===== src/include/arcade_io_settings.svh =====
// widths and reset stretch length for the arcade platform shell
`ifndef ARCADE_IO_SETTINGS_SVH
`define ARCADE_IO_SETTINGS_SVH

// width of each core sound channel
`define SND_BITS 7

// sigma-delta accumulator input width
`define DAC_BITS 16

// core monochrome pixel width
`define PIX_BITS 8

// colour width per vga channel
`define VGA_BITS 6

// clk_24 cycles core reset is held after all sources clear
`define RST_STRETCH 16

`endif


===== src/logic/arcade_io_pkg.sv =====
// package with ps2 key codes and scanline dimming modes
`default_nettype none

package arcade_io_pkg;

	// ps2 set 2 make codes the shell reacts to
	typedef enum logic [7:0] {
		KEY_ESC   = 8'h76, // coin
		KEY_F1    = 8'h05, // start 1
		KEY_F2    = 8'h06, // start 2
		KEY_CTRL  = 8'h14, // fire 1
		KEY_ALT   = 8'h11, // fire 1 too
		KEY_SPACE = 8'h29  // fire 2
	} key_code_e;

	// attenuation applied to odd lines
	typedef enum logic [1:0] {
		SCAN_OFF = 2'd0,
		SCAN_25  = 2'd1, // level minus a quarter
		SCAN_50  = 2'd2, // half level
		SCAN_75  = 2'd3  // quarter level left
	} scanline_e;

endpackage

`default_nettype wire


===== src/logic/arcade_io_top.sv =====
// top level of the arcade platform shell, controls, audio and video
`timescale 1ns/100ps
`default_nettype none
`include "arcade_io_settings.svh"

module arcade_io_top
	import arcade_io_pkg::*;
(
	input  logic                 clk_24,
	input  logic                 rst_n,
	input  logic [10:0]          ps2_key,
	input  logic                 joy_fire1,
	input  logic                 joy_fire2,
	input  logic                 status_reset,
	input  logic                 status_test,
	input  logic                 board_button,
	input  scanline_e            scanline_mode,
	input  logic [`SND_BITS-1:0] core_audio_a,
	input  logic [`SND_BITS-1:0] core_audio_b,
	input  logic                 ce_pix,
	input  logic [`PIX_BITS-1:0] core_pixel,
	input  logic                 core_hblank,
	input  logic                 core_vblank,
	input  logic                 core_hsync,
	input  logic                 core_vsync,
	output logic                 core_reset_n,
	output logic                 coin_n,
	output logic                 start1_n,
	output logic                 start2_n,
	output logic                 fire1_n,
	output logic                 fire2_n,
	output logic                 test_n,
	output logic                 audio_l,
	output logic                 audio_r,
	output logic [`VGA_BITS-1:0] vga_r,
	output logic [`VGA_BITS-1:0] vga_g,
	output logic [`VGA_BITS-1:0] vga_b,
	output logic                 vga_hs,
	output logic                 vga_vs
);

	logic btn_coin;
	logic btn_start1;
	logic btn_start2;
	logic btn_fire1;
	logic btn_fire2;

	key_decoder key_decoder_i (
		.clk_24     (clk_24),
		.rst_n      (rst_n),
		.ps2_key    (ps2_key),
		.btn_coin   (btn_coin),
		.btn_start1 (btn_start1),
		.btn_start2 (btn_start2),
		.btn_fire1  (btn_fire1),
		.btn_fire2  (btn_fire2)
	);

	game_controls game_controls_i (
		.clk_24       (clk_24),
		.rst_n        (rst_n),
		.btn_coin     (btn_coin),
		.btn_start1   (btn_start1),
		.btn_start2   (btn_start2),
		.btn_fire1    (btn_fire1),
		.btn_fire2    (btn_fire2),
		.joy_fire1    (joy_fire1),
		.joy_fire2    (joy_fire2),
		.status_reset (status_reset),
		.status_test  (status_test),
		.board_button (board_button),
		.core_reset_n (core_reset_n),
		.coin_n       (coin_n),
		.start1_n     (start1_n),
		.start2_n     (start2_n),
		.fire1_n      (fire1_n),
		.fire2_n      (fire2_n),
		.test_n       (test_n)
	);

	audio_dac audio_dac_i (
		.clk_24       (clk_24),
		.rst_n        (rst_n),
		.core_audio_a (core_audio_a),
		.core_audio_b (core_audio_b),
		.audio_l      (audio_l)
	);

	assign audio_r = audio_l; // mono board output

	video_dimmer video_dimmer_i (
		.clk_24        (clk_24),
		.rst_n         (rst_n),
		.ce_pix        (ce_pix),
		.core_pixel    (core_pixel),
		.core_hblank   (core_hblank),
		.core_vblank   (core_vblank),
		.core_hsync    (core_hsync),
		.core_vsync    (core_vsync),
		.scanline_mode (scanline_mode),
		.vga_r         (vga_r),
		.vga_g         (vga_g),
		.vga_b         (vga_b),
		.vga_hs        (vga_hs),
		.vga_vs        (vga_vs)
	);

endmodule

`default_nettype wire


===== src/logic/audio_dac.sv =====
// audio dac, two-channel mix into a first-order sigma-delta bit
`timescale 1ns/100ps
`default_nettype none
`include "arcade_io_settings.svh"

module audio_dac (
	input  logic                 clk_24,
	input  logic                 rst_n,
	input  logic [`SND_BITS-1:0] core_audio_a,
	input  logic [`SND_BITS-1:0] core_audio_b,
	output logic                 audio_l
);

	localparam int MIX_W = `SND_BITS + 1;

	logic [MIX_W-1:0]     mix; // sum never overflows
	logic [`DAC_BITS-1:0] sample;
	logic [`DAC_BITS:0]   acc; // top bit is the carry

	assign mix    = MIX_W'(core_audio_a) + MIX_W'(core_audio_b);
	assign sample = {mix, {(`DAC_BITS - MIX_W){1'b0}}};

	always_ff @(posedge clk_24 or negedge rst_n) begin
		if (!rst_n) begin
			acc     <= '0;
			audio_l <= 1'b0;
		end else begin
			acc     <= {1'b0, acc[`DAC_BITS-1:0]} + {1'b0, sample};
			audio_l <= acc[`DAC_BITS];
		end
	end

endmodule

`default_nettype wire


===== src/logic/game_controls.sv =====
// game controls, active-low core inputs and stretched core reset
`timescale 1ns/100ps
`default_nettype none
`include "arcade_io_settings.svh"

module game_controls (
	input  logic clk_24,
	input  logic rst_n,
	input  logic btn_coin,
	input  logic btn_start1,
	input  logic btn_start2,
	input  logic btn_fire1,
	input  logic btn_fire2,
	input  logic joy_fire1,
	input  logic joy_fire2,
	input  logic status_reset,
	input  logic status_test,
	input  logic board_button,
	output logic core_reset_n,
	output logic coin_n,
	output logic start1_n,
	output logic start2_n,
	output logic fire1_n,
	output logic fire2_n,
	output logic test_n
);

	localparam int CNT_W = $clog2(`RST_STRETCH + 1);

	logic             rst_src; // any reset request
	logic [CNT_W-1:0] rst_cnt;
	logic             rst_done;

	assign rst_src = status_reset | board_button;

	// counts clear cycles, rst_n itself holds the count at zero
	always_ff @(posedge clk_24 or negedge rst_n) begin
		if (!rst_n) begin
			rst_cnt  <= '0;
			rst_done <= 1'b0;
		end else if (rst_src) begin
			rst_cnt  <= '0;
			rst_done <= 1'b0;
		end else if (rst_cnt != CNT_W'(`RST_STRETCH)) begin
			rst_cnt <= rst_cnt + 1'b1;
		end else begin
			rst_done <= 1'b1; // stretch served
		end
	end

	assign core_reset_n = rst_done & ~rst_src;

	assign coin_n   = ~btn_coin;
	assign start1_n = ~btn_start1;
	assign start2_n = ~btn_start2;

	// space fires in the one-player slot
	assign fire1_n = ~(btn_fire2 | joy_fire1);
	assign fire2_n = ~joy_fire2;
	assign test_n  = ~status_test;

endmodule

`default_nettype wire


===== src/logic/key_decoder.sv =====
// key decoder, toggle-strobed ps2 events into held button levels
`timescale 1ns/100ps
`default_nettype none

module key_decoder
	import arcade_io_pkg::*;
(
	input  logic        clk_24,
	input  logic        rst_n,
	input  logic [10:0] ps2_key,
	output logic        btn_coin,
	output logic        btn_start1,
	output logic        btn_start2,
	output logic        btn_fire1,
	output logic        btn_fire2
);

	logic       toggle_q; // toggle bit seen at previous edge
	logic       key_event;
	logic       pressed;
	logic [7:0] code;

	assign pressed   = ps2_key[9];
	assign code      = ps2_key[7:0];
	assign key_event = ps2_key[10] != toggle_q;

	always_ff @(posedge clk_24 or negedge rst_n) begin
		if (!rst_n) begin
			toggle_q <= 1'b0;
		end else begin
			toggle_q <= ps2_key[10];
		end
	end

	// one update per toggle flip, the new copy blocks a repeat
	always_ff @(posedge clk_24 or negedge rst_n) begin
		if (!rst_n) begin
			btn_coin   <= 1'b0;
			btn_start1 <= 1'b0;
			btn_start2 <= 1'b0;
			btn_fire1  <= 1'b0;
			btn_fire2  <= 1'b0;
		end else if (key_event) begin
			case (code)
				KEY_ESC:   btn_coin   <= pressed;
				KEY_F1:    btn_start1 <= pressed;
				KEY_F2:    btn_start2 <= pressed;
				KEY_CTRL:  btn_fire1  <= pressed;
				KEY_ALT:   btn_fire1  <= pressed;
				KEY_SPACE: btn_fire2  <= pressed;
				default: begin
					// unknown code, buttons hold
				end
			endcase
		end
	end

endmodule

`default_nettype wire


===== src/logic/video_dimmer.sv =====
// video dimmer, pixel blanking, line parity and scanline attenuation
`timescale 1ns/100ps
`default_nettype none
`include "arcade_io_settings.svh"

module video_dimmer
	import arcade_io_pkg::*;
(
	input  logic                 clk_24,
	input  logic                 rst_n,
	input  logic                 ce_pix,
	input  logic [`PIX_BITS-1:0] core_pixel,
	input  logic                 core_hblank,
	input  logic                 core_vblank,
	input  logic                 core_hsync,
	input  logic                 core_vsync,
	input  scanline_e            scanline_mode,
	output logic [`VGA_BITS-1:0] vga_r,
	output logic [`VGA_BITS-1:0] vga_g,
	output logic [`VGA_BITS-1:0] vga_b,
	output logic                 vga_hs,
	output logic                 vga_vs
);

	logic [`VGA_BITS-1:0] level;
	logic [`VGA_BITS-1:0] dimmed;
	logic [`VGA_BITS-1:0] pix_q;
	logic                 hs_q; // doubles as previous hsync
	logic                 vs_q;
	logic                 odd_line;

	assign level = (core_hblank | core_vblank) ? '0
		: core_pixel[`PIX_BITS-1 -: `VGA_BITS];

	always_comb begin
		dimmed = level;
		if (odd_line) begin
			case (scanline_mode)
				SCAN_25: dimmed = level - (level >> 2);
				SCAN_50: dimmed = level >> 1;
				SCAN_75: dimmed = level >> 2;
				default: dimmed = level;
			endcase
		end
	end

	always_ff @(posedge clk_24 or negedge rst_n) begin
		if (!rst_n) begin
			pix_q    <= '0;
			hs_q     <= 1'b0;
			vs_q     <= 1'b0;
			odd_line <= 1'b0;
		end else if (ce_pix) begin
			pix_q <= dimmed;
			hs_q  <= core_hsync;
			vs_q  <= core_vsync;
			if (core_vsync && !vs_q) begin
				odd_line <= 1'b0; // new frame starts even
			end else if (core_hsync && !hs_q) begin
				odd_line <= ~odd_line;
			end
		end
	end

	// mono source, same level on all guns
	assign vga_r  = pix_q;
	assign vga_g  = pix_q;
	assign vga_b  = pix_q;
	assign vga_hs = hs_q;
	assign vga_vs = vs_q;

endmodule

`default_nettype wire


===== config.mk =====
export PLATFORM = sky130hd
export DESIGN_NAME = arcade_io_top
export DESIGN_NICKNAME = d
export VERILOG_FILES = /design/src/logic/arcade_io_pkg.sv /design/src/logic/arcade_io_top.sv /design/src/logic/audio_dac.sv /design/src/logic/game_controls.sv /design/src/logic/key_decoder.sv /design/src/logic/video_dimmer.sv
export VERILOG_INCLUDE_DIRS = /design/src /design/src/include
export SDC_FILE = /design/constraint.sdc
export NUM_CORES = 1
export LEC_CHECK = 0
export ABC_AREA = 1
export BUFFER_PORTS_ARGS = -buffer_cell sky130_fd_sc_hd__buf_4
export CAP_MARGIN = 15
export CELL_PAD_IN_SITES_DETAIL_PLACEMENT = 0
export CELL_PAD_IN_SITES_GLOBAL_PLACEMENT = 2
export CORE_AREA = 2 2 83 105
export CTS_CLUSTER_DIAMETER = 120
export CTS_CLUSTER_SIZE = 12
export DETAILED_ROUTE_END_ITERATION = 8
export DIE_AREA = 0 0 85 107
export PLACE_DENSITY = 0.86
export RECOVER_POWER = 50
export SETUP_SLACK_MARGIN = 0.02
export SYNTH_ARGS = -nofsm -noshare
export SYNTH_HDL_FRONTEND = slang
export SYNTH_SLANG_ARGS = --single-unit

===== constraint.sdc =====
create_clock -name clk_24 -period 2.09 [get_ports clk_24]
set_input_delay 0.418 -clock clk_24 [delete_from_list [all_inputs] [get_ports clk_24]]
set_output_delay 0.418 -clock clk_24 [all_outputs]
set_load 0.01 [all_outputs]

==> Implementation_results.wiki, run 1 <==
{| class="wikitable"
! Metric !! Value
|-
| Result of the run || finished, violations left
|-
| Violations in the final reports || max-capacitance violations, max-slew violations, negative setup slack
|-
| Share of the synthesized area in the top cell type || 33.54%
|-
| Largest net degree at the start of global routing || 31
|-
| Ports || 76
|-
| Sequential element share of the synthesized area || between 30% and 40%
|-
| Total congestion overflow after global routing || 0
|-
| Die Footprint || about 0.0091 mm²
|-
| Post-synth top cells || nand2_1, inv_1, dfrtp_1, a21oi_1
|-
| Number of clock sinks || 30
|-
| Main flop type after synthesis || dfrtp_1
|-
| Setup TNS Final || -0.6334 ns
|-
| Worst max-slew margin expressed relative to the limit || -9.577%
|-
| Library cell occupying the most area in the post-synthesis netlist || dfrtp_1
|-
| Crit path cell chain || buf_6 > ha_4 > fa_2 > nand3_2 > nand2_2 > nand2_2 > nand2_2 > a21oi_2 > xor2_1 > ha_1 > nand2_1 > inv_2 > a221oi_4 > nand2_1 > nand2_1 > nand2_1
|-
| First-pass GRT wire length || 8.735 mm
|-
| Top-count cell post-synth || nand2_1
|-
| Detailed Route WL || between 5 and 6 mm
|-
| Critical path data required time || around 2.3 ns
|-
| CTS H-Tree Depth || 2
|-
| Count of warnings emitted by yosys || 0
|-
| Detail Placement HPWL || 4.253 mm
|-
| Row count || 37
|-
| Antenna violations before repair || 0
|-
| Maximum vdd ir drop || approximately 0.00037 V
|-
| Delay of the slowest critical-path stage || 0.37 ns
|-
| Number of slew-limit violations in the final report || 31
|-
| Cell type of the slowest stage on the worst timing path || fa_2
|-
| Clock tree root driver cell || clkbuf_8
|-
| Die Y || around 110 µm
|-
| Diodes inserted || 0
|-
| Non-filler instance count after layout || ~490
|-
| Buffers and inverters on the worst path || 2
|-
| Worst Slack Setup Final || -0.1989 ns
|-
| TritonCTS clock tree || yes
|-
| Nets || 457
|-
| Cell Area, Synth || ~0.0022 mm²
|-
| Switching power as a share of total power || ~37%
|-
| Die boundary width || between 80 and 90 µm
|-
| Slew at the pin with the worst max-slew slack || around 1.6 ns
|-
| Internal power contribution || ~1900 µW
|-
| DRT antenna net count || 0
|-
| Sequential share of power || 28.3%
|-
| RSZ-0062 raised after global routing || true
|-
| DR DRC count || 0
|-
| Post-synthesis instance total || 291
|-
| Per-cell routed wire length || roughly 11 µm
|-
| Switching power total || around 1100 µW
|-
| Core footprint || approximately 0.0081 mm²
|-
| Clock buffer depth || 2
|-
| Hold Violations, Final || 0
|-
| DR vias || roughly 2.2k
|-
| Weighted congestion reported at the end of routability-driven placement || around 0.78
|-
| FFs w/ async S/R, synth || between 90% and 100%
|-
| Data arrival, critical path || approximately 2.5 ns
|-
| Total leakage power || roughly 0.0017 µW
|-
| Fraction of final layout cells with drive strength greater than 1 || between 30% and 40%
|-
| Number of clock buffers inserted by TritonCTS || 5
|-
| Time the worst path needs with I/O delays and setup || between 2 and 2.5 ns
|-
| Most area-consuming cells after synthesis || dfrtp_1, ha_1, nand2_1
|-
| Router iterations before antenna repair || 4
|-
| Vias in the first global route || between 2k and 2.5k
|-
| Part of the total power dissipated in the clock network || between 10% and 20%
|-
| Peak Freq || 436.9 MHz
|-
| Nature of the critical path startpoint || input port
|-
| Clock skew after layout || ~0.0056 ns
|-
| Setup violations, final || 4
|-
| All-Layer GR Usage || between 10% and 20%
|-
| Clock transition at the register clock pins on the worst setup and hold paths after CTS || about 0.060 ns
|-
| Post-synthesis register bit count || 30
|-
| Clock Latency Late Sink || 0.28 ns
|-
| Cell variety after synth || 35
|-
| Largest fanout of any net on the critical path || 3
|-
| Starting utilization of the core area || 27.63%
|-
| Count of flip-flops with a built-in enable after synthesis || 0
|-
| Setup crit end kind || flop
|-
| Comb power frac || approximately 56%
|-
| CP most frequent cell || nand2_1
|-
| Mean Syn Cell Area || approximately 7.7 µm²
|-
| Setup CP Type || in2reg
|-
| Syn Nets || around 360
|-
| Number of DRC markers in iteration 0 || 48
|-
| Via density || approximately 4.5
|-
| Path category of the worst min-delay check || in2reg
|-
| Quantity of I/O buffers inserted on ports || 72
|-
| Worst path top cell family by delay || adder cells
|-
| Synth-to-Final Area Change || 48.24%
|-
| Post-placement cell count || approximately 470
|-
| Max-cap check violation count || 1
|-
| Power per standard cell area || ~910 mW/mm²
|-
| Ratio of final minimum period to clock period || 109.5%
|-
| Layout filler cell count || 836
|}
-- layout make-up --
type	count	area [µm²]	area share, %
clock buffer	7	86.33	2.602
clock inverter	1	5.005	0.1508
timing repair buffer	103	784.5	23.64
multi-input combinational	200	1394	42.01
inverter	47	176.4	5.317
sequential	30	750.7	22.62
tap	97	121.4	3.658
-- cells in the final DEF, fill, tap and decap left out, types with 2 or more instances in the layout --
master	instances
ha_4	6
inv_2	4
buf_4	94
nor2_2	2
nor2_1	14
a21oi_2	4
dfrtp_1	30
o21ai_0	11
o21ai_1	2
nand4_1	2
nand3_2	3
buf_6	6
nor2_4	2
a21oi_1	20
ha_1	15
nand3_1	19
nor3b_1	2
nand2_2	9
clkbuf_8	6
nor3_1	4
clkbuf_1	4
fa_2	2
xor2_1	7
nand2_1	57
inv_1	43
-- per-stage QoR --
stage	util, %	hold slack [ns]	total power [µW]	setup WS, ns	instance area [µm²]
after floorplan	-	0.1224	1694	-0.2611	2305
after global routing	40.96	0.2775	3277	-0.3260	3318
final	40.96	0.2893	3034	-0.1989	3318
after detailed placement	37.48	0.3465	2236	-0.5449	3037
after global placement	37.48	0.3448	2217	-0.4779	3037
after CTS	39.14	0.06803	2797	-0.1861	3171
-- state kept, by name, indices dropped and copies added (netlist names) --
name,cells
key_decoder_i.btn_start1,1
game_controls_i.rst_cnt,5
key_decoder_i.btn_coin,1
audio_dac_i.acc,9
video_dimmer_i.vga_b,6
audio_dac_i.audio_l,1
key_decoder_i.btn_start2,1
game_controls_i.rst_done,1
video_dimmer_i.odd_line,1
key_decoder_i.toggle_q,1
video_dimmer_i.vga_vs,1
video_dimmer_i.vga_hs,1
key_decoder_i.btn_fire2,1
-- path summary, 6_finish.rpt --
kind                                startpoint                      to  slack [ns]  cells after the start
max                            core_audio_a[0]     audio_dac_i.acc[15]       -0.20                     16
max reg2reg                 audio_dac_i.acc[8]     audio_dac_i.acc[16]        0.37                     10
min in group asynchronous                rst_n  key_decoder_i.btn_coin        0.55                      1
max in group asynchronous                rst_n   video_dimmer_i.vga_vs        0.58                      1
min reg2reg                audio_dac_i.acc[16]     audio_dac_i.audio_l        0.36                      0
min                                ps2_key[10]  key_decoder_i.toggle_q        0.29                      1
-- power by group through the flow --
stage	clock, µW	sequential [µW]	combinational, µW
after floorplan	0	842	852
after global placement	0	849	1370
after detailed placement	0	850	1390
after CTS	514	848	1430
after global routing	529	871	1880
final	483	858	1690
-- metal layers --
| layer | vias to the layer above | share of wire (%) | global-route usage, % |
|---|---|---|---|
| met5 | - | 0 | 0 |
| met4 | 0 | 1.6 | 5.215 |
| met3 | 7 | 3.6 | 1.078 |
| met2 | 43 | 54 | 23.16 |
| met1 | 1028 | 41 | 12.33 |
| li1 | 1127 | - | - |
-- worst reg2reg max path: stages (launching register included) --
cell	delay [ns]
dfrtp_1	0.36
ha_1	0.22
fa_2	0.35
nand3_1	0.10
nand3_2	0.08
nand2_2	0.08
a21oi_4	0.06
nor2_2	0.10
nor2_2	0.05
o21ai_1	0.13
nand2_1	0.06
-- cell families after synthesis --
logic type	count (synthesis)	synth area share [%]
flops	30	33.54
buf+inv	61	12.46
simple gates	119	24.26
compound gates	48	12.30
fa+ha+maj	23	13.53
xor+xnor	10	3.913
-- what timing repair did --
action / CTS / global route
hold endpoints to repair: 0 / 0
hold buffers: 0 / 0
buffers inserted: 3 / 6
gates resized for setup: 4 / 24
endpoints found under the setup margin: 4 / 4
pin swaps: 12 / 17
No activity file was read; power rests on OpenSTA's default activity.
==> inputs of run 2 (changes only) <==
--- a/config.mk
+++ b/config.mk
@@ -18,3 +18,3 @@
 export DIE_AREA = 0 0 85 107
-export PLACE_DENSITY = 0.86
+export PLACE_DENSITY = 0.82
 export RECOVER_POWER = 50
--- a/constraint.sdc
+++ b/constraint.sdc
@@ -3,2 +3,2 @@
 set_output_delay 0.418 -clock clk_24 [all_outputs]
-set_load 0.01 [all_outputs]
+set_load 0.02 [all_outputs]
==> Implementation_results.wiki, run 2 (synthesis gave the netlist of run 1 again) <==
{| class="wikitable"
! Metric !! Value
|-
| Result of the run || finished, violations left
|-
| Violations in the final reports || max-capacitance violations, max-slew violations, negative setup slack
|-
| First-pass GRT wire length || 9.239 mm (+5.8%)
|-
| Power per standard cell area || 942.6 mW/mm² (+3.1%)
|-
| Via density || 4.488 (-1.3%)
|-
| Detail Placement HPWL || 4.361 mm (+2.5%)
|-
| Total leakage power || 0.001707 µW (+0.26%)
|-
| Antenna violations before repair || 0 (unchanged)
|-
| Wire length on met2 || 2.975 mm (+1.0%)
|-
| All-Layer GR Usage || 12.31% (+0.54 points)
|-
| Die Footprint || 0.009095 mm² (unchanged)
|-
| Ratio of final minimum period to clock period || 110.3% (+0.83 points)
|-
| RSZ-0062 raised after global routing || true
|-
| Register-to-register setup slack || 0.41 ns (+0.04 ns)
|-
| Quantity of I/O buffers inserted on ports || 72 (unchanged)
|-
| Starting utilization of the core area || 27.63% (unchanged)
|-
| Clock Latency Late Sink || 0.28 ns (about the same)
|-
| Clock tree root driver cell || clkbuf_8
|-
| Time the worst path needs with I/O delays and setup || 2.306 ns (+0.01737 ns)
|-
| Total congestion overflow after global routing || 0 (unchanged)
|-
| Worst max-slew margin expressed relative to the limit || -8.580% (+1.0 points)
|-
| Area of placed instances || 0.003052 mm² (+0.49%)
|-
| Setup CP Type || in2reg
|-
| Vias in the first global route || 2247 (+2.7%)
|-
| DRT antenna net count || 0 (unchanged)
|-
| Per-cell routed wire length || 11.03 µm (-1.4%)
|-
| Path category of the worst min-delay check || in2reg
|-
| Core footprint || 0.008102 mm² (unchanged)
|-
| Hold Violations, Final || 0 (unchanged)
|-
| Final instance area || 0.003274 mm² (-1.3%)
|-
| Clock skew after layout || 0.004898 ns (-0.0007260 ns)
|-
| Max reg flops || 9 (unchanged)
|-
| Topmost layer with routed signal wires || met4
|-
| Worst Slack Setup Final || -0.2163 ns (-0.01737 ns)
|-
| Final core utilization || 40.42% (-0.54 points)
|-
| Top library cells by usage in the layout, fill and taps aside || buf_4, nand2_1, inv_1
|-
| Register with the highest flop count || audio_dac_i.acc
|-
| Clock buffer depth || 2 (unchanged)
|-
| DR DRC count || 0 (unchanged)
|-
| Peak Freq || 433.6 MHz (-0.75%)
|-
| Die Y || 107 µm (unchanged)
|-
| Setup crit end kind || flop
|-
| Nets || 458 (+0.22%)
|-
| Largest fanout of any net on the critical path || 4 (+1)
|-
| Slew at the pin with the worst max-slew slack || 1.629 ns (-0.01495 ns)
|-
| Total met3 wirelength after detailed routing || 189 µm (-2.1%)
|-
| CTS H-Tree Depth || 2 (unchanged)
|-
| Ports || 76 (unchanged)
|-
| Router iterations before antenna repair || 4 (unchanged)
|-
| Number of slew-limit violations in the final report || 31 (unchanged)
|-
| Number of clock buffers inserted by TritonCTS || 5 (unchanged)
|-
| DR vias || 2181 (-1.1%)
|-
| Synth-to-Final Area Change || 46.28%
|-
| Number of DRC markers in iteration 0 || 36 (-25%)
|-
| Met1 layer wirelength in the final routing || 2.099 mm (-4.6%)
|-
| Diodes inserted || 0 (unchanged)
|-
| Number of hold-repair buffers added at the cts stage || 0 (unchanged)
|-
| Fraction of final layout cells with drive strength greater than 1 || 35.73% (-2.4 points)
|-
| TritonCTS clock tree || yes
|-
| Detailed Route WL || 5.360 mm (-1.2%)
|-
| Max-cap check violation count || 1 (unchanged)
|-
| Largest net degree at the start of global routing || 31 (unchanged)
|-
| Clock transition at the register clock pins on the worst setup and hold paths after CTS || 0.06 ns (about the same)
|-
| Weighted congestion reported at the end of routability-driven placement || 0.8196 (+4.7%)
|-
| Number of clock sinks || 30 (unchanged)
|-
| Die boundary width || 85 µm (unchanged)
|-
| Row count || 37 (unchanged)
|-
| Maximum vdd ir drop || 0.0003954 V (+6.6%)
|-
| Most common cell after layout, fill and taps aside || buf_4
|-
| Data arrival, critical path || 2.52 ns (+0.06 ns)
|-
| Setup violations, final || 6 (+2)
|-
| Nature of the critical path startpoint || input port
|-
| Critical path data required time || 2.30 ns (+0.04 ns)
|}
==> run 2: cell count changes in the layout (fill, tap and decap cells not counted), sizes merged <==
cell | before | now
buf | 100 | 99
bufinv | 0 | 1
clkinv | 1 | 2
==> run 2: worst max-delay path: stages <==
cell and delay, ns:
buf_6 0.10, ha_4 0.15, fa_2 0.35, buf_4 0.15, buf_6 0.10, buf_6 0.11, xor2_4 0.15, ha_4 0.30
nand3_2 0.09, nand3_2 0.08, nand2_2 0.05, a21oi_2 0.16, nor2_1 0.05, nor2_1 0.13, o21ai_1 0.08, nand2_1 0.06
==> run 2: per-stage QoR <==
| stage | total power, µW | hold slack, ns | worst slack [ns] | std cells | setup TNS (ns) |
|---|---|---|---|---|---|
| after global placement | 2310 | 0.3413 | -0.4902 | 471 | -1.941 |
| after global routing | 3363 | 0.2782 | -0.3224 | 486 | -1.228 |
| after detailed placement | 2322 | 0.3364 | -0.5383 | 471 | -2.135 |
| after floorplan | 1782 | 0.1224 | -0.2611 | 291 | -0.3421 |
| final | 3086 | 0.2910 | -0.2163 | 486 | -0.7802 |
| after CTS | 3035 | 0.07557 | -0.1606 | 485 | -0.5066 |
==> run 2: final cells by class <==
cell class,instances,area [µm²]
Clock buffer,5,68.82
Clock inverter,3,40.04
Fill cell,855,4827
Inverter,47,176.4
Multi-Input combinational cell,200,1340
Sequential cell,30,750.7
Tap cell,97,121.4
Timing Repair Buffer,104,777.0
==> run 2: path summary, 6_finish.rpt <==
path                       cells after the start                 endpoint                start
hold / removal                                 1   key_decoder_i.toggle_q          ps2_key[10]
max in group asynchronous                      1    video_dimmer_i.vga_vs                rst_n
setup reg to reg                               9      audio_dac_i.acc[14]   audio_dac_i.acc[8]
setup / recovery                              16      audio_dac_i.acc[16]      core_audio_b[0]
min in group asynchronous                      1  video_dimmer_i.vga_b[2]                rst_n
hold reg to reg                                0      audio_dac_i.audio_l  audio_dac_i.acc[16]
==> run 2: per-layer routing <==
layer | up-vias | track usage [%]
met5 | - | 0
met4 | 0 | 4.535
met3 | 7 | 1.617
met2 | 43 | 23.72
met1 | 1007 | 13.43
li1 | 1124 | -
==> run 2: repair_timing <==
action,in CTS,in global routing
resized for setup,7,9
setup buffers,6,1
setup endpoints to repair,4,6
pin swaps,19,8
==> run 2: report_power, final <==
part           internal [µW]  total [µW]  switching [µW]
clock network            350         568             218
logic                    849        1670             823
registers                736         847             111
total                   1940        3090            1150
==> inputs of run 3 (changes only) <==
- GPL_TIMING_DRIVEN: unset -> 0
- clock period: 2.09 -> 2.2 ns (I/O delays scaled with it)
==> Implementation_results.wiki, run 3 (synthesis gave the netlist of run 1 again) <==
{| class="wikitable"
! Metric !! Value
|-
| Endpoint of the worst hold path || key_decoder_i.toggle_q
|-
| Setup crit end kind || flop
|-
| Setup CP Type || in2reg
|-
| Die boundary width || 85 µm (unchanged)
|-
| Data arrival, critical path || 2.47 ns (-0.05 ns)
|-
| Clock buffer depth || 2 (unchanged)
|-
| Setup violations, final || 5 (-1)
|-
| Router iterations before antenna repair || 6 (+2)
|-
| Clock transition at the register clock pins on the worst setup and hold paths after CTS || 0.06 ns (about the same)
|-
| First-pass GRT wire length || 8.445 mm (-8.6%)
|-
| Number of clock buffers inserted by TritonCTS || 5 (unchanged)
|-
| Die Y || 107 µm (unchanged)
|-
| Worst Slack Setup Final || -0.1050 ns (+0.1113 ns)
|-
| Vias in the first global route || 2040 (-9.2%)
|-
| Largest fanout of any net on the critical path || 3 (-1)
|-
| Layout filler cell count || 854 (-0.12%)
|-
| Die Footprint || 0.009095 mm² (unchanged)
|-
| Number of slew-limit violations in the final report || 31 (unchanged)
|-
| Violations in the final reports || max-capacitance violations, max-slew violations, negative setup slack
|-
| Peak Freq || roughly 430 MHz
|-
| Number of DRC markers in iteration 0 || 44 (+22%)
|-
| Detailed Route WL || 5.086 mm (-5.1%)
|-
| DRT antenna net count || 0 (unchanged)
|-
| TritonCTS clock tree || yes
|-
| Quantity of I/O buffers inserted on ports || 72 (unchanged)
|-
| Total congestion overflow after global routing || 0 (unchanged)
|-
| Multi-input gate area in the final layout || 0.001303 mm² (-2.8%)
|-
| R2R Path End || audio_dac_i.acc[12]
|-
| Row count || 37 (unchanged)
|-
| Number of clock sinks || 30 (unchanged)
|-
| Source of the worst hold timing path || ps2_key[10]
|-
| Synth-to-Final Area Change || 41.14%
|-
| DR DRC count || 0 (unchanged)
|-
| Slew at the pin with the worst max-slew slack || 1.641 ns (+0.01238 ns)
|-
| Time the worst path needs with I/O delays and setup || between 2 and 2.5 ns
|-
| Max-cap check violation count || 1 (unchanged)
|-
| Clock Latency Late Sink || 0.28 ns (about the same)
|-
| Most common cell after layout, fill and taps aside || buf_4
|-
| Per-cell routed wire length || 10.66 µm (-3.3%)
|-
| Antenna violations before repair || 0 (unchanged)
|-
| Clock tree root driver cell || clkbuf_8
|-
| All-Layer GR Usage || 11.29% (-1.0 points)
|-
| Path category of the worst min-delay check || in2reg
|-
| Nature of the critical path startpoint || input port
|-
| Detail Placement HPWL || 4.205 mm (-3.6%)
|-
| Nets || 449 (-2.0%)
|-
| RSZ-0062 raised after global routing || true
|-
| Register with the highest flop count || audio_dac_i.acc
|-
| Hold Violations, Final || 0 (unchanged)
|-
| Top library cells by usage in the layout, fill and taps aside || buf_4, nand2_1, inv_1
|-
| Startpoint of the most critical register-to-register path || audio_dac_i.acc[8]
|-
| Total leakage power || 0.001653 µW (-3.2%)
|-
| Clock skew after layout || 0.001946 ns (-0.002952 ns)
|-
| Ratio of final minimum period to clock period || 104.8%
|-
| Tightest hold margin || 0.3031 ns (+0.01216 ns)
|-
| Number of cells on the worst hold path || 1 (unchanged)
|-
| Max reg flops || 9 (unchanged)
|-
| Setup TNS Final || -0.4227 ns (+0.3575 ns)
|-
| CTS H-Tree Depth || 2 (unchanged)
|-
| Core footprint || 0.008102 mm² (unchanged)
|-
| Power per standard cell area || 870.1 mW/mm² (-7.7%)
|-
| Critical path data required time || 2.36 ns (+0.06 ns)
|-
| Maximum vdd ir drop || 0.0003622 V (-8.4%)
|-
| Largest net degree at the start of global routing || 31 (unchanged)
|-
| Weighted congestion reported at the end of routability-driven placement || 0.7870 (-4.0%)
|-
| Area of all sequential standard cells || 750.7 µm² (unchanged)
|-
| Non-filler instance count after layout || 477 (-1.9%)
|-
| Register-to-register setup slack || 0.39 ns (-0.02 ns)
|-
| DR vias || 2125 (-2.6%)
|-
| Result of the run || finished, violations left
|-
| Fraction of final layout cells with drive strength greater than 1 || 33.68% (-2.0 points)
|-
| Worst max-slew margin expressed relative to the limit || -9.405% (-0.83 points)
|-
| Cell depth of the worst flop-to-flop path || 8 (-1)
|-
| Via density || 4.455 (-0.73%)
|-
| Starting utilization of the core area || 27.63% (unchanged)
|-
| Post-placement cell count || 460 (-2.3%)
|-
| Ports || 76 (unchanged)
|-
| Diodes inserted || 0 (unchanged)
|}
==> run 3: cell types whose count changed in the layout (fill, tap and decap cells not counted), sizes merged <==
cell,change
clkinv,-2
buf,-10
bufinv,-1
clkbuf,+4
==> run 3: metal layers <==
layer | vias to the layer above | wire length [µm] | global-route usage [%]
met1 | 962 | 1950 | 11.40
met4 | 0 | 98 | 4.649
met3 | 7 | 206 | 1.386
met5 | - | 0 | 0
li1 | 1110 | - | -
met2 | 46 | 2830 | 22.66
==> run 3: worst max-delay path by stage <==
stage	start	endpoint	slack (ns)
floorplan	core_audio_a[0]	audio_dac_i.acc[15]	-0.17
global placement	core_audio_a[0]	audio_dac_i.acc[15]	-0.51
detailed placement	core_audio_a[0]	audio_dac_i.acc[15]	-0.51
CTS	core_audio_b[0]	audio_dac_i.acc[15]	-0.13
global route	core_audio_b[0]	audio_dac_i.acc[15]	-0.26
finish	core_audio_b[0]	audio_dac_i.acc[13]	-0.10
==> run 3: where the power goes <==
part / switching, µW / internal [µW]
Combinational: 739 / 698
Sequential: 92.5 / 699
Clock: 204 / 316
Total: 1040 / 1710
==> run 3: timing repair <==
| action | 4_1_cts | 5_1_grt |
|---|---|---|
| gates resized for setup | 7 | 8 |
| hold buffers | 0 | 0 |
| buffers inserted | 6 | 3 |
| pin swaps | 15 | 7 |
| setup endpoints to repair | 2 | 5 |
==> run 3: worst max-delay path, stage by stage <==
cell,delay (ns)
buf_6,0.10
ha_4,0.15
fa_2,0.35
buf_4,0.14
buf_4,0.12
xor2_1,0.15
ha_1,0.33
buf_4,0.16
a21oi_2,0.12
nand2_2,0.09
a21oi_2,0.14
o21ai_2,0.06
xor2_1,0.13
==> run 3: final cells by class <==
class | count | share of cell area [%]
multi-input cells | 200 | 41.23
repair buffers | 81 | 18.89
clock buffers | 8 | 3.485
flip-flops and latches | 30 | 23.76
plain buffers | 14 | 3.208
inverters | 47 | 5.584
well taps | 97 | 3.842
==> run 3: through the flow <==
stage	setup slack, ns	utilization [%]	total power, µW	cell area (µm²)
after floorplan	-0.1738	-	1670	2293
after global placement	-0.5108	36.48	2057	2955
after detailed placement	-0.5129	36.48	2072	2955
after CTS	-0.1326	38.67	2698	3133
after global routing	-0.2632	39.00	2990	3159
final	-0.1050	39.00	2749	3159
